<file path="config.mk">
export PLATFORM = sky130hd
export DESIGN_NAME = rx_control_top
export DESIGN_NICKNAME = d
export VERILOG_FILES = /design/src/logic/err_pkt_pkg.sv /design/src/logic/rx_ctrl_pkg.sv /design/src/logic/cmd_if.sv /design/src/logic/rx_control_top.sv /design/src/logic/err_reporter.sv /design/src/logic/rx_sequencer.sv /design/src/logic/cmd_queue.sv /design/src/logic/sync_fifo.sv
export SDC_FILE = /design/constraint.sdc
export NUM_CORES = 2
export LEC_CHECK = 0
export BUFFER_PORTS_ARGS = -buffer_cell sky130_fd_sc_hd__buf_4
export CAP_MARGIN = 20
export CORE_UTILIZATION = 55
export DETAILED_ROUTE_END_ITERATION = 8
export PLACE_DENSITY_LB_ADDON = 0.15
export SETUP_SLACK_MARGIN = 0.3
export SLEW_MARGIN = 40
export SYNTH_ARGS = -nofsm -noshare
export SYNTH_HDL_FRONTEND = slang
export SYNTH_SLANG_ARGS = --single-unit
</file>
<file path="constraint.sdc">
create_clock -name clk -period 14.9 [get_ports clk]
set_input_delay 1.49 -clock clk [delete_from_list [all_inputs] [get_ports clk]]
set_output_delay 1.49 -clock clk [all_outputs]
set_load 0.02 [all_outputs]
</file>
<file path="src/logic/err_pkt_pkg.sv">
package err_pkt_pkg;

   typedef logic [31:0] err_code_t;
   typedef logic [11:0] seqnum_t;
   typedef logic [31:0] sid_t;

   // Codes placed in the upper half of the last beat.
   localparam err_code_t ERR_OVERRUN      = 32'd8;
   localparam err_code_t ERR_BROKEN_CHAIN = 32'd4;
   localparam err_code_t ERR_LATE_CMD     = 32'd2;

   // Header beat fields.
   localparam logic [3:0]  ERR_HDR_FLAGS = 4'hF;
   localparam logic [15:0] ERR_PKT_BYTES = 16'd24; // Three 8-byte beats.

   localparam int ERR_FIFO_LOG2 = 4; // 16 beats of buffering.

endpackage

</file>
<file path="src/logic/rx_ctrl_pkg.sv">
package rx_ctrl_pkg;

   // Widths that carry a meaning on the command side.
   typedef logic [63:0] time_t;     // Radio time count.
   typedef logic [27:0] lines_t;    // Lines in one burst.
   typedef logic [7:0]  set_addr_t;
   typedef logic [31:0] set_data_t;

   // Stored command with the command word above the start time.
   typedef logic [95:0] cmd_word_t;

   // Settings bus map.
   localparam set_addr_t SET_ADDR_CMD     = 8'h10;
   localparam set_addr_t SET_ADDR_TIME_HI = 8'h11;
   localparam set_addr_t SET_ADDR_TIME_LO = 8'h12; // Enqueues the staged command.
   localparam set_addr_t SET_ADDR_HALT    = 8'h13;

   // Flag positions in the command word.
   localparam int CMD_BIT_IMM    = 31;
   localparam int CMD_BIT_CHAIN  = 30;
   localparam int CMD_BIT_RELOAD = 29;
   localparam int CMD_BIT_STOP   = 28;

   localparam int CMD_FIFO_LOG2 = 4; // 16 pending commands.

   // Burst sequencer states.
   typedef enum logic [1:0] {
      IDLE,
      RUNNING,
      ERR_WAIT
   } seq_state_t;

endpackage
</file>
<file path="src/logic/cmd_if.sv">
`timescale 1ns/100ps

interface cmd_if;

   logic                  valid;     // Head of queue holds a command.
   logic                  ready;     // Sequencer consumes the head.
   logic                  send_imm;
   logic                  chain;
   logic                  reload;
   logic                  stop;
   rx_ctrl_pkg::lines_t   num_lines;
   rx_ctrl_pkg::time_t    rx_time;
   logic                  halt;      // Level until flushed.
   logic                  flush;     // Clears queue and halt together.

   modport queue (
      output valid, send_imm, chain, reload, stop, num_lines, rx_time, halt,
      input  ready, flush
   );

   modport seq (
      input  valid, send_imm, chain, reload, stop, num_lines, rx_time, halt,
      output ready, flush
   );

endinterface

</file>
<file path="src/logic/rx_control_top.sv">
`timescale 1ns/100ps

module rx_control_top (
   input  logic                    clk,
   input  logic                    i_reset,
   input  logic                    i_set_stb,
   input  rx_ctrl_pkg::set_addr_t  i_set_addr,
   input  rx_ctrl_pkg::set_data_t  i_set_data,
   input  rx_ctrl_pkg::time_t      i_vita_time,
   input  logic                    i_strobe,  // Sample strobe from the DDC.
   input  logic                    i_full,    // Downstream framing FIFO is full.
   input  err_pkt_pkg::seqnum_t    i_seqnum,
   input  err_pkt_pkg::sid_t       i_sid,
   output logic                    o_run,
   output logic                    o_eob,
   output logic [63:0]             o_err_tdata,
   output logic                    o_err_tlast,
   output logic                    o_err_tvalid,
   input  logic                    i_err_tready
);

   logic                   err_req;
   logic                   err_ack;
   err_pkt_pkg::err_code_t err_code;

   cmd_if cmd_bus ();

   cmd_queue u_cmd_queue (
      .clk        (clk),
      .i_reset    (i_reset),
      .i_set_stb  (i_set_stb),
      .i_set_addr (i_set_addr),
      .i_set_data (i_set_data),
      .cmd        (cmd_bus.queue)
   );

   rx_sequencer u_rx_sequencer (
      .clk         (clk),
      .i_reset     (i_reset),
      .cmd         (cmd_bus.seq),
      .i_vita_time (i_vita_time),
      .i_strobe    (i_strobe),
      .i_full      (i_full),
      .o_run       (o_run),
      .o_eob       (o_eob),
      .o_err_req   (err_req),
      .o_err_code  (err_code),
      .i_err_ack   (err_ack)
   );

   err_reporter u_err_reporter (
      .clk          (clk),
      .i_reset      (i_reset),
      .i_err_req    (err_req),
      .i_err_code   (err_code),
      .o_err_ack    (err_ack),
      .i_vita_time  (i_vita_time),
      .i_seqnum     (i_seqnum),
      .i_sid        (i_sid),
      .o_err_tdata  (o_err_tdata),
      .o_err_tlast  (o_err_tlast),
      .o_err_tvalid (o_err_tvalid),
      .i_err_tready (i_err_tready)
   );

endmodule

</file>
<file path="src/logic/err_reporter.sv">
`timescale 1ns/100ps

module err_reporter (
   input  logic                    clk,
   input  logic                    i_reset,
   input  logic                    i_err_req,
   input  err_pkt_pkg::err_code_t  i_err_code,
   output logic                    o_err_ack,
   input  logic [63:0]             i_vita_time,
   input  err_pkt_pkg::seqnum_t    i_seqnum,
   input  err_pkt_pkg::sid_t       i_sid,
   output logic [63:0]             o_err_tdata,
   output logic                    o_err_tlast,
   output logic                    o_err_tvalid,
   input  logic                    i_err_tready
);

   logic [1:0]                 beat_cnt;  // Zero when no packet is being written.
   logic [63:0]                hdr_q;
   logic [63:0]                time_q;
   err_pkt_pkg::err_code_t     code_q;
   logic [63:0]                beat_data;
   logic                       beat_last;
   logic                       beat_valid;
   logic [err_pkt_pkg::ERR_FIFO_LOG2:0] free;

   // Take a request only when the whole packet fits.
   assign o_err_ack = i_err_req && (beat_cnt == 2'd0) && (free >= 3);

   always_ff @(posedge clk) begin
      if (o_err_ack) begin
         hdr_q  <= {err_pkt_pkg::ERR_HDR_FLAGS, i_seqnum, err_pkt_pkg::ERR_PKT_BYTES, i_sid};
         time_q <= i_vita_time; // Time of acceptance.
         code_q <= i_err_code;
      end
   end

   always_ff @(posedge clk) begin
      if (i_reset) begin
         beat_cnt <= 2'd0;
      end else if (o_err_ack) begin
         beat_cnt <= 2'd1;
      end else if (beat_cnt == 2'd3) begin
         beat_cnt <= 2'd0;
      end else if (beat_cnt != 2'd0) begin
         beat_cnt <= beat_cnt + 2'd1;
      end
   end

   always_comb begin
      case (beat_cnt)
         2'd1:    beat_data = hdr_q;
         2'd2:    beat_data = time_q;
         2'd3:    beat_data = {code_q, 32'b0};
         default: beat_data = 64'b0;
      endcase
   end

   assign beat_valid = (beat_cnt != 2'd0);
   assign beat_last  = (beat_cnt == 2'd3);

   sync_fifo #(
      .WIDTH (65),
      .LOG2  (err_pkt_pkg::ERR_FIFO_LOG2)
   ) u_out_fifo (
      .clk     (clk),
      .i_reset (i_reset),
      .i_clear (1'b0),
      .i_data  ({beat_last, beat_data}),
      .i_valid (beat_valid),
      .o_ready (),
      .o_data  ({o_err_tlast, o_err_tdata}),
      .o_valid (o_err_tvalid),
      .i_ready (i_err_tready && o_err_tvalid),
      .o_free  (free)
   );

   // Three beats go out before the next request can be taken.
   a_no_ack_mid_packet: assert property (@(posedge clk) disable iff (i_reset)
      o_err_ack |=> !o_err_ack [*3])
      else $error("error request acknowledged during a packet");

endmodule

</file>
<file path="src/logic/rx_sequencer.sv">
`timescale 1ns/100ps

module rx_sequencer (
   input  logic                    clk,
   input  logic                    i_reset,
   cmd_if.seq                      cmd,
   input  rx_ctrl_pkg::time_t      i_vita_time,
   input  logic                    i_strobe,
   input  logic                    i_full,
   output logic                    o_run,
   output logic                    o_eob,
   output logic                    o_err_req,
   output err_pkt_pkg::err_code_t  o_err_code,
   input  logic                    i_err_ack
);

   rx_ctrl_pkg::seq_state_t state;
   rx_ctrl_pkg::lines_t     lines_left;
   rx_ctrl_pkg::lines_t     repeat_lines; // Count restored on reload.
   logic                    chain_sav;
   logic                    reload_sav;

   logic now;
   logic late;
   logic in_run;
   logic last_line;
   logic line_end;
   logic idle_take;
   logic idle_start;
   logic idle_late;
   logic chain_take;
   logic reload_now;
   logic broken;
   logic overrun;
   logic load_cmd;
   logic continues;

   // Time compare against the head command.
   assign now  = (i_vita_time == cmd.rx_time);
   assign late = (i_vita_time > cmd.rx_time);

   assign in_run    = (state == rx_ctrl_pkg::RUNNING);
   assign last_line = (lines_left == 28'd1);
   assign line_end  = in_run && i_strobe && !i_full && last_line;
   assign overrun   = in_run && i_strobe && i_full;

   // Decode of the head command while idle.
   assign idle_take  = (state == rx_ctrl_pkg::IDLE) && cmd.valid;
   assign idle_late  = idle_take && !cmd.stop && late && !cmd.send_imm;
   assign idle_start = idle_take && !cmd.stop && !idle_late && (now || cmd.send_imm);

   // End of burst rules, halt first.
   assign cmd.flush  = line_end && cmd.halt;
   assign chain_take = line_end && !cmd.halt && chain_sav && cmd.valid;
   assign reload_now = line_end && !cmd.halt && chain_sav && !cmd.valid && reload_sav;
   assign broken     = line_end && !cmd.halt && chain_sav && !cmd.valid && !reload_sav;

   assign continues = (chain_take && !cmd.stop) || reload_now;
   assign load_cmd  = idle_start || chain_take;
   assign o_eob     = line_end && !continues;

   assign cmd.ready = (idle_take && (cmd.stop || late || now || cmd.send_imm)) || chain_take;

   always_ff @(posedge clk) begin
      if (load_cmd) begin
         lines_left   <= cmd.num_lines;
         repeat_lines <= cmd.num_lines;
      end else if (reload_now) begin
         lines_left <= repeat_lines;
      end else if (in_run && i_strobe && !i_full && !last_line) begin
         lines_left <= lines_left - 1'b1;
      end

      if (overrun) begin
         o_err_code <= err_pkt_pkg::ERR_OVERRUN;
      end else if (broken) begin
         o_err_code <= err_pkt_pkg::ERR_BROKEN_CHAIN;
      end else if (idle_late) begin
         o_err_code <= err_pkt_pkg::ERR_LATE_CMD;
      end
   end

   always_ff @(posedge clk) begin
      if (i_reset) begin
         state      <= rx_ctrl_pkg::IDLE;
         o_run      <= 1'b0;
         o_err_req  <= 1'b0;
         chain_sav  <= 1'b0;
         reload_sav <= 1'b0;
      end else begin
         if (load_cmd) begin
            chain_sav  <= cmd.chain;
            reload_sav <= cmd.reload;
         end

         case (state)
            rx_ctrl_pkg::IDLE: begin
               if (idle_start) begin
                  state <= rx_ctrl_pkg::RUNNING;
                  o_run <= 1'b1;
               end else if (idle_late) begin
                  state     <= rx_ctrl_pkg::ERR_WAIT;
                  o_err_req <= 1'b1;
               end
            end

            rx_ctrl_pkg::RUNNING: begin
               if (overrun || broken) begin
                  state     <= rx_ctrl_pkg::ERR_WAIT;
                  o_run     <= 1'b0;
                  o_err_req <= 1'b1;
               end else if (line_end && !continues) begin
                  state <= rx_ctrl_pkg::IDLE; // Plain end, halt or chained stop.
                  o_run <= 1'b0;
               end
            end

            rx_ctrl_pkg::ERR_WAIT: begin
               if (i_err_ack) begin
                  state     <= rx_ctrl_pkg::IDLE;
                  o_err_req <= 1'b0;
               end
            end

            default: begin
               state     <= rx_ctrl_pkg::IDLE;
               o_run     <= 1'b0;
               o_err_req <= 1'b0;
            end
         endcase
      end
   end

   a_run_in_running: assert property (@(posedge clk) disable iff (i_reset)
      o_run |-> (state == rx_ctrl_pkg::RUNNING))
      else $error("o_run outside RUNNING");

   // The request stays up until the reporter takes it.
   a_err_req_held: assert property (@(posedge clk) disable iff (i_reset)
      o_err_req |-> (state == rx_ctrl_pkg::ERR_WAIT) ##1 (o_err_req || $past(i_err_ack)))
      else $error("err_req outside ERR_WAIT or dropped before ack");

endmodule

</file>
<file path="src/logic/cmd_queue.sv">
`timescale 1ns/100ps

module cmd_queue (
   input  logic                   clk,
   input  logic                   i_reset,
   input  logic                   i_set_stb,
   input  rx_ctrl_pkg::set_addr_t i_set_addr,
   input  rx_ctrl_pkg::set_data_t i_set_data,
   cmd_if.queue                   cmd
);

   rx_ctrl_pkg::set_data_t  cmd_word_q; // Staged flags and line count.
   rx_ctrl_pkg::set_data_t  time_hi_q;
   rx_ctrl_pkg::set_data_t  time_lo_q;
   logic                    store_q;    // Push pulse, one cycle after TIME_LO.
   rx_ctrl_pkg::cmd_word_t  head;
   rx_ctrl_pkg::set_data_t  head_cmd;
   logic                    wr_cmd;
   logic                    wr_time_hi;
   logic                    wr_time_lo;
   logic                    wr_halt;

   assign wr_cmd     = i_set_stb && (i_set_addr == rx_ctrl_pkg::SET_ADDR_CMD);
   assign wr_time_hi = i_set_stb && (i_set_addr == rx_ctrl_pkg::SET_ADDR_TIME_HI);
   assign wr_time_lo = i_set_stb && (i_set_addr == rx_ctrl_pkg::SET_ADDR_TIME_LO);
   assign wr_halt    = i_set_stb && (i_set_addr == rx_ctrl_pkg::SET_ADDR_HALT);

   always_ff @(posedge clk) begin
      if (wr_cmd)     cmd_word_q <= i_set_data;
      if (wr_time_hi) time_hi_q  <= i_set_data;
      if (wr_time_lo) time_lo_q  <= i_set_data;
   end

   always_ff @(posedge clk) begin
      if (i_reset) begin
         store_q  <= 1'b0;
         cmd.halt <= 1'b0;
      end else begin
         store_q <= wr_time_lo;
         if (cmd.flush) begin
            cmd.halt <= 1'b0; // Cleared on the same edge as the queue.
         end else if (wr_halt) begin
            cmd.halt <= 1'b1;
         end
      end
   end

   sync_fifo #(
      .WIDTH ($bits(rx_ctrl_pkg::cmd_word_t)),
      .LOG2  (rx_ctrl_pkg::CMD_FIFO_LOG2)
   ) u_cmd_fifo (
      .clk     (clk),
      .i_reset (i_reset),
      .i_clear (cmd.flush),
      .i_data  ({cmd_word_q, time_hi_q, time_lo_q}),
      .i_valid (store_q),
      .o_ready (),
      .o_data  (head),
      .o_valid (cmd.valid),
      .i_ready (cmd.ready),
      .o_free  ()
   );

   // Split the head entry into its fields.
   assign head_cmd      = head[95:64];
   assign cmd.send_imm  = head_cmd[rx_ctrl_pkg::CMD_BIT_IMM];
   assign cmd.chain     = head_cmd[rx_ctrl_pkg::CMD_BIT_CHAIN];
   assign cmd.reload    = head_cmd[rx_ctrl_pkg::CMD_BIT_RELOAD];
   assign cmd.stop      = head_cmd[rx_ctrl_pkg::CMD_BIT_STOP];
   assign cmd.num_lines = head_cmd[27:0];
   assign cmd.rx_time   = head[63:0];

endmodule

</file>
<file path="src/logic/sync_fifo.sv">
`timescale 1ns/100ps

module sync_fifo #(
   parameter int WIDTH = 8,
   parameter int LOG2  = 4
) (
   input  logic             clk,
   input  logic             i_reset,
   input  logic             i_clear,
   input  logic [WIDTH-1:0] i_data,
   input  logic             i_valid,
   output logic             o_ready,
   output logic [WIDTH-1:0] o_data,
   output logic             o_valid,
   input  logic             i_ready,
   output logic [LOG2:0]    o_free
);

   localparam logic [LOG2:0] DEPTH = {1'b1, {LOG2{1'b0}}};

   logic [WIDTH-1:0] mem [DEPTH];
   logic [LOG2:0]    wr_ptr;
   logic [LOG2:0]    rd_ptr;
   logic [LOG2:0]    count;
   logic             do_write;
   logic             do_read;

   assign count    = wr_ptr - rd_ptr; // Extra pointer bit tells full from empty.
   assign o_ready  = (count != DEPTH);
   assign o_valid  = (count != '0);
   assign o_free   = DEPTH - count;
   assign o_data   = mem[rd_ptr[LOG2-1:0]]; // Head falls through.
   assign do_write = i_valid && o_ready;
   assign do_read  = o_valid && i_ready;

   always_ff @(posedge clk) begin
      if (i_reset || i_clear) begin
         wr_ptr <= '0;
         rd_ptr <= '0;
      end else begin
         if (do_write) wr_ptr <= wr_ptr + 1'b1;
         if (do_read)  rd_ptr <= rd_ptr + 1'b1;
      end
   end

   always_ff @(posedge clk) begin
      if (do_write) mem[wr_ptr[LOG2-1:0]] <= i_data;
   end

   // Upstream must hold off while full.
   a_no_overflow: assert property (@(posedge clk) disable iff (i_reset)
      i_valid |-> o_ready)
      else $error("sync_fifo write while full");

   // Downstream reads only while a word is held.
   a_no_underflow: assert property (@(posedge clk) disable iff (i_reset)
      i_ready |-> o_valid)
      else $error("sync_fifo read while empty");

endmodule

</file>
==> flow_summary_export.csv <==
group,metric,value,unit
synth,avgSynthCellArea,23.5,sq um
grt,antenna_found_initial,21,
clocking,cts_max_path_buffers,4,
clocking,cts_hold_buf,0,
floorplanning,coreArea,0.198,sq mm
grt,grtUsageTotal,25.9,%
sta,max_freq,150,MHz
synth,synth_nets,4938,
synth,synth_cells,4690,
synth,async_flop_share,0,%
sta,fin_tns_setup,0,ns
placement,hpwlAfterDp,140000,um
power,pwr-share-clk,34.6,%
routing,routedWlPerCell,32.7,um
grt,grt_pass1_wl,370000,um
sta,hold_violations,0,
placement,portBuffers,221,
floorplanning,pin_count,222,
sta,finalCritPeriodShare,44.7,%
routing,ant_nets,0,
synth,ys_top_cells_by_area,"edfxtp_1 (77%), mux4_2 (16%), ha_1 (1.1%)",
final_layout,finalNetCount,5343,
final_layout,fillers,13073,
floorplanning,die_h,449,um
power,p_leak,38.4,nW
sta,period_needed,6.66,ns
flow_run,max_cap_violations,0,
clocking,htree_num_levels,5,
min_path,hold_path_class,"flop to flop",
setup_path,required,15.47,ns
synth,yosys.area.top_type_share,77.4,%
synth,synth_cell_type_count,64,
sta,rsz0062_at_grt,"no",
synth,synth-seq-cells,2880,
routing,wl,260000,um
setup_path,path_class,"flop to flop",
clocking,post-cts-setup-buffer-count,0,
clocking,clock_latency,0.95,ns
power,power.switching,5.16,mW
setup_path,arrival,7.23,ns
power,power_frac_comb,19.4,%
sta,slew_viol_final,0,
grt,grt_start_max_net_pins,129,
outcome,status,"complete, no violations",
synth,syn_area,0.110,sq mm
setup_path,cp_max_fo,87,
clocking,post_cts_resized,0,
power,intPower,15.1,mW
power,powerDensity,162,mW/mm^2
clocking,cts_tree,"built",
synth,ys_seq_area_share,78.2,%
grt,grt_pass1_vias,51309,
setup_path,end_kind,"flop",
placement,globalplace.congestion,0.816,
sta,worst_pin_slew,0.884,ns
sta,clock_skew,0.0482,ns
clocking,numCtsBuffers,301,
setup_path,start_kind,"flop",
floorplanning,die_x,449,um
routing,drt_iter0_markers,5646,
placement,pre_cts_slack,8.13,ns
sta,hold_ws,0.451,ns
synth,synth_largest_area_cell,"edfxtp_1",
clocking,cts.sinks,2880,
grt,grt-ovfl-total,0,
final_layout,drive_above_1_share,30.4,%
sta,setup_viol,0,
sta,final.setup.worst_slack,8.24,ns
routing,num_vias,50333,
power,peakVddDrop,0.119,mV
power,switching_share,25.4,%
synth,synth_edf_count,2839,
clocking,clkTransAtPathRegs,0.06,ns
floorplanning,start_util,55.6,%
floorplanning,row_count,163,
final_layout,fin_util,63.0,%
routing,routed_via_density,6.32,
final_layout,syn2layout_area_growth,13.4,%
routing,drc,0,
clocking,cts_root_buf,"clkbuf_16",
synth,synth_top_flop_cell,"edfxtp_1",
floorplanning,die-area,0.202,sq mm
routing,dr.pass1.iters,5,
power,pwr-share-seq,46.0,%
sta,relSlewSlack,41.1,%
synth,ys.warnings.count,0,
-- Yosys cell counts (10+ instances only) --
cell type / number
a21oi_1: 41
buf_2: 23
mux2i_1: 16
mux4_2: 804
nand2_1: 91
dfxtp_1: 41
nor4_1: 10
a21o_1: 10
xor2_1: 17
nor2_1: 100
edfxtp_1: 2839
inv_1: 90
xnor2_1: 23
buf_1: 61
o21ai_0: 62
clkbuf_1: 130
nand4_1: 21
nand3_1: 18
ha_1: 93
nor3_1: 21
and2_1: 29
a22oi_1: 47
-- flip-flops by register name, indices dropped and copies added (netlist names), 3 cells and up, named ones only --
| signal | flops |
|---|---|
| u_cmd_queue.u_cmd_fifo.mem | 1536 |
| u_err_reporter.u_out_fifo.mem | 1040 |
| u_err_reporter.time_q | 64 |
| u_err_reporter.hdr_q | 44 |
| u_cmd_queue.cmd_word_q | 32 |
| u_cmd_queue.time_hi_q | 32 |
| u_cmd_queue.time_lo_q | 32 |
| u_rx_sequencer.lines_left | 28 |
| u_rx_sequencer.repeat_lines | 28 |
| u_cmd_queue.u_cmd_fifo.rd_ptr | 5 |
| u_cmd_queue.u_cmd_fifo.wr_ptr | 5 |
| u_err_reporter.u_out_fifo.rd_ptr | 5 |
| u_err_reporter.u_out_fifo.wr_ptr | 5 |
| u_err_reporter.code_q | 3 |
| u_rx_sequencer.o_err_code | 3 |
-- worst max-delay path: stages (launching register included) --
cell and delay (ns):
dfxtp_4 0.78, buf_6 0.59, buf_4 0.63, mux4_2 0.58
mux4_2 0.47, inv_1 0.10, ha_1 0.15, nand4_1 0.18
or4_1 0.73, nor4_2 0.38, a31o_1 0.26, nand3b_1 0.23
nand2_8 0.47, nand3b_1 0.18, buf_4 0.39
-- power groups by stage --
| stage | Clock, mW | Combinational [mW] | Sequential (mW) |
|---|---|---|---|
| global placement | 0 | 3.88 | 9.51 |
| finish | 7.01 | 3.94 | 9.33 |
| CTS | 7.10 | 3.97 | 9.35 |
| global route | 7.38 | 4.21 | 9.35 |
| detailed placement | 0 | 3.96 | 9.51 |
| floorplan | 0 | 2.82 | 9.43 |
-- layout by cell type, fill, tap and decap left out, types with 42 or more instances in the layout --
cell / instances
a22oi_1: 47
buf_4: 266
clkbuf_1: 66
clkbuf_16: 307
clkinv_1: 62
edfxtp_1: 2839
ha_1: 90
inv_1: 90
mux4_2: 804
nand2_1: 90
nor2_1: 42
nor2_2: 46
o21ai_0: 62
-- cell families after synthesis --
| kind of cell | after synthesis | share of synthesized area, % |
|---|---|---|
| multiplexers | 820 | 16.6 |
| adder cells (fa/ha/maj) | 94 | 1.08 |
| flip-flops | 2880 | 78.2 |
| AO/OA/AOI/OAI | 204 | 1.17 |
| XOR/XNOR | 40 | 0.318 |
| buffers and inverters | 305 | 1.07 |
| AND/OR/NAND/NOR | 347 | 1.58 |
-- metrics by stage --
stage	area (sq um)	total power [mW]	instances
2_1_floorplan	110000	12.3	4690
3_3_place_gp	115000	13.4	7418
3_5_place_dp	116000	13.5	7431
5_1_grt	125000	20.9	7946
4_1_cts	125000	20.4	7937
6_report	125000	20.3	7958
-- per-layer routing --
| layer | GRT usage (%) | up-vias | wire (um) |
|---|---|---|---|
| met5 | 0 | - | 13 |
| met4 | 8.32 | 2 | 7860 |
| met3 | 3.66 | 442 | 15900 |
| met2 | 43.9 | 1865 | 135000 |
| met1 | 35.0 | 27232 | 102000 |
| li1 | - | 20792 | - |
-- path summary, 6_finish.rpt --
check                                  endpoint  cells after the start  slack (ns)                    startpoint
hold / removal         u_err_reporter.code_q[1]                      0        0.45  u_rx_sequencer.o_err_code[1]
setup reg to reg  u_rx_sequencer.lines_left[13]                     14        8.24                          flop
hold reg to reg        u_err_reporter.code_q[1]                      0        0.45  u_rx_sequencer.o_err_code[1]
setup / recovery  u_rx_sequencer.lines_left[13]                     14        8.24                          flop
-- layout make-up --
type	instances	area (sq um)	share of cell area, %
clock buffers	373	7930	6.35
multi-input cells	1505	23200	18.6
repair buffers	317	2810	2.25
diodes	20	50.0	0.0401
inverters	90	338	0.271
well taps	2640	3300	2.65
flip-flops and latches	2880	86100	69.0
clock inverters	133	1090	0.875
(Power assumes the default switching activity.)
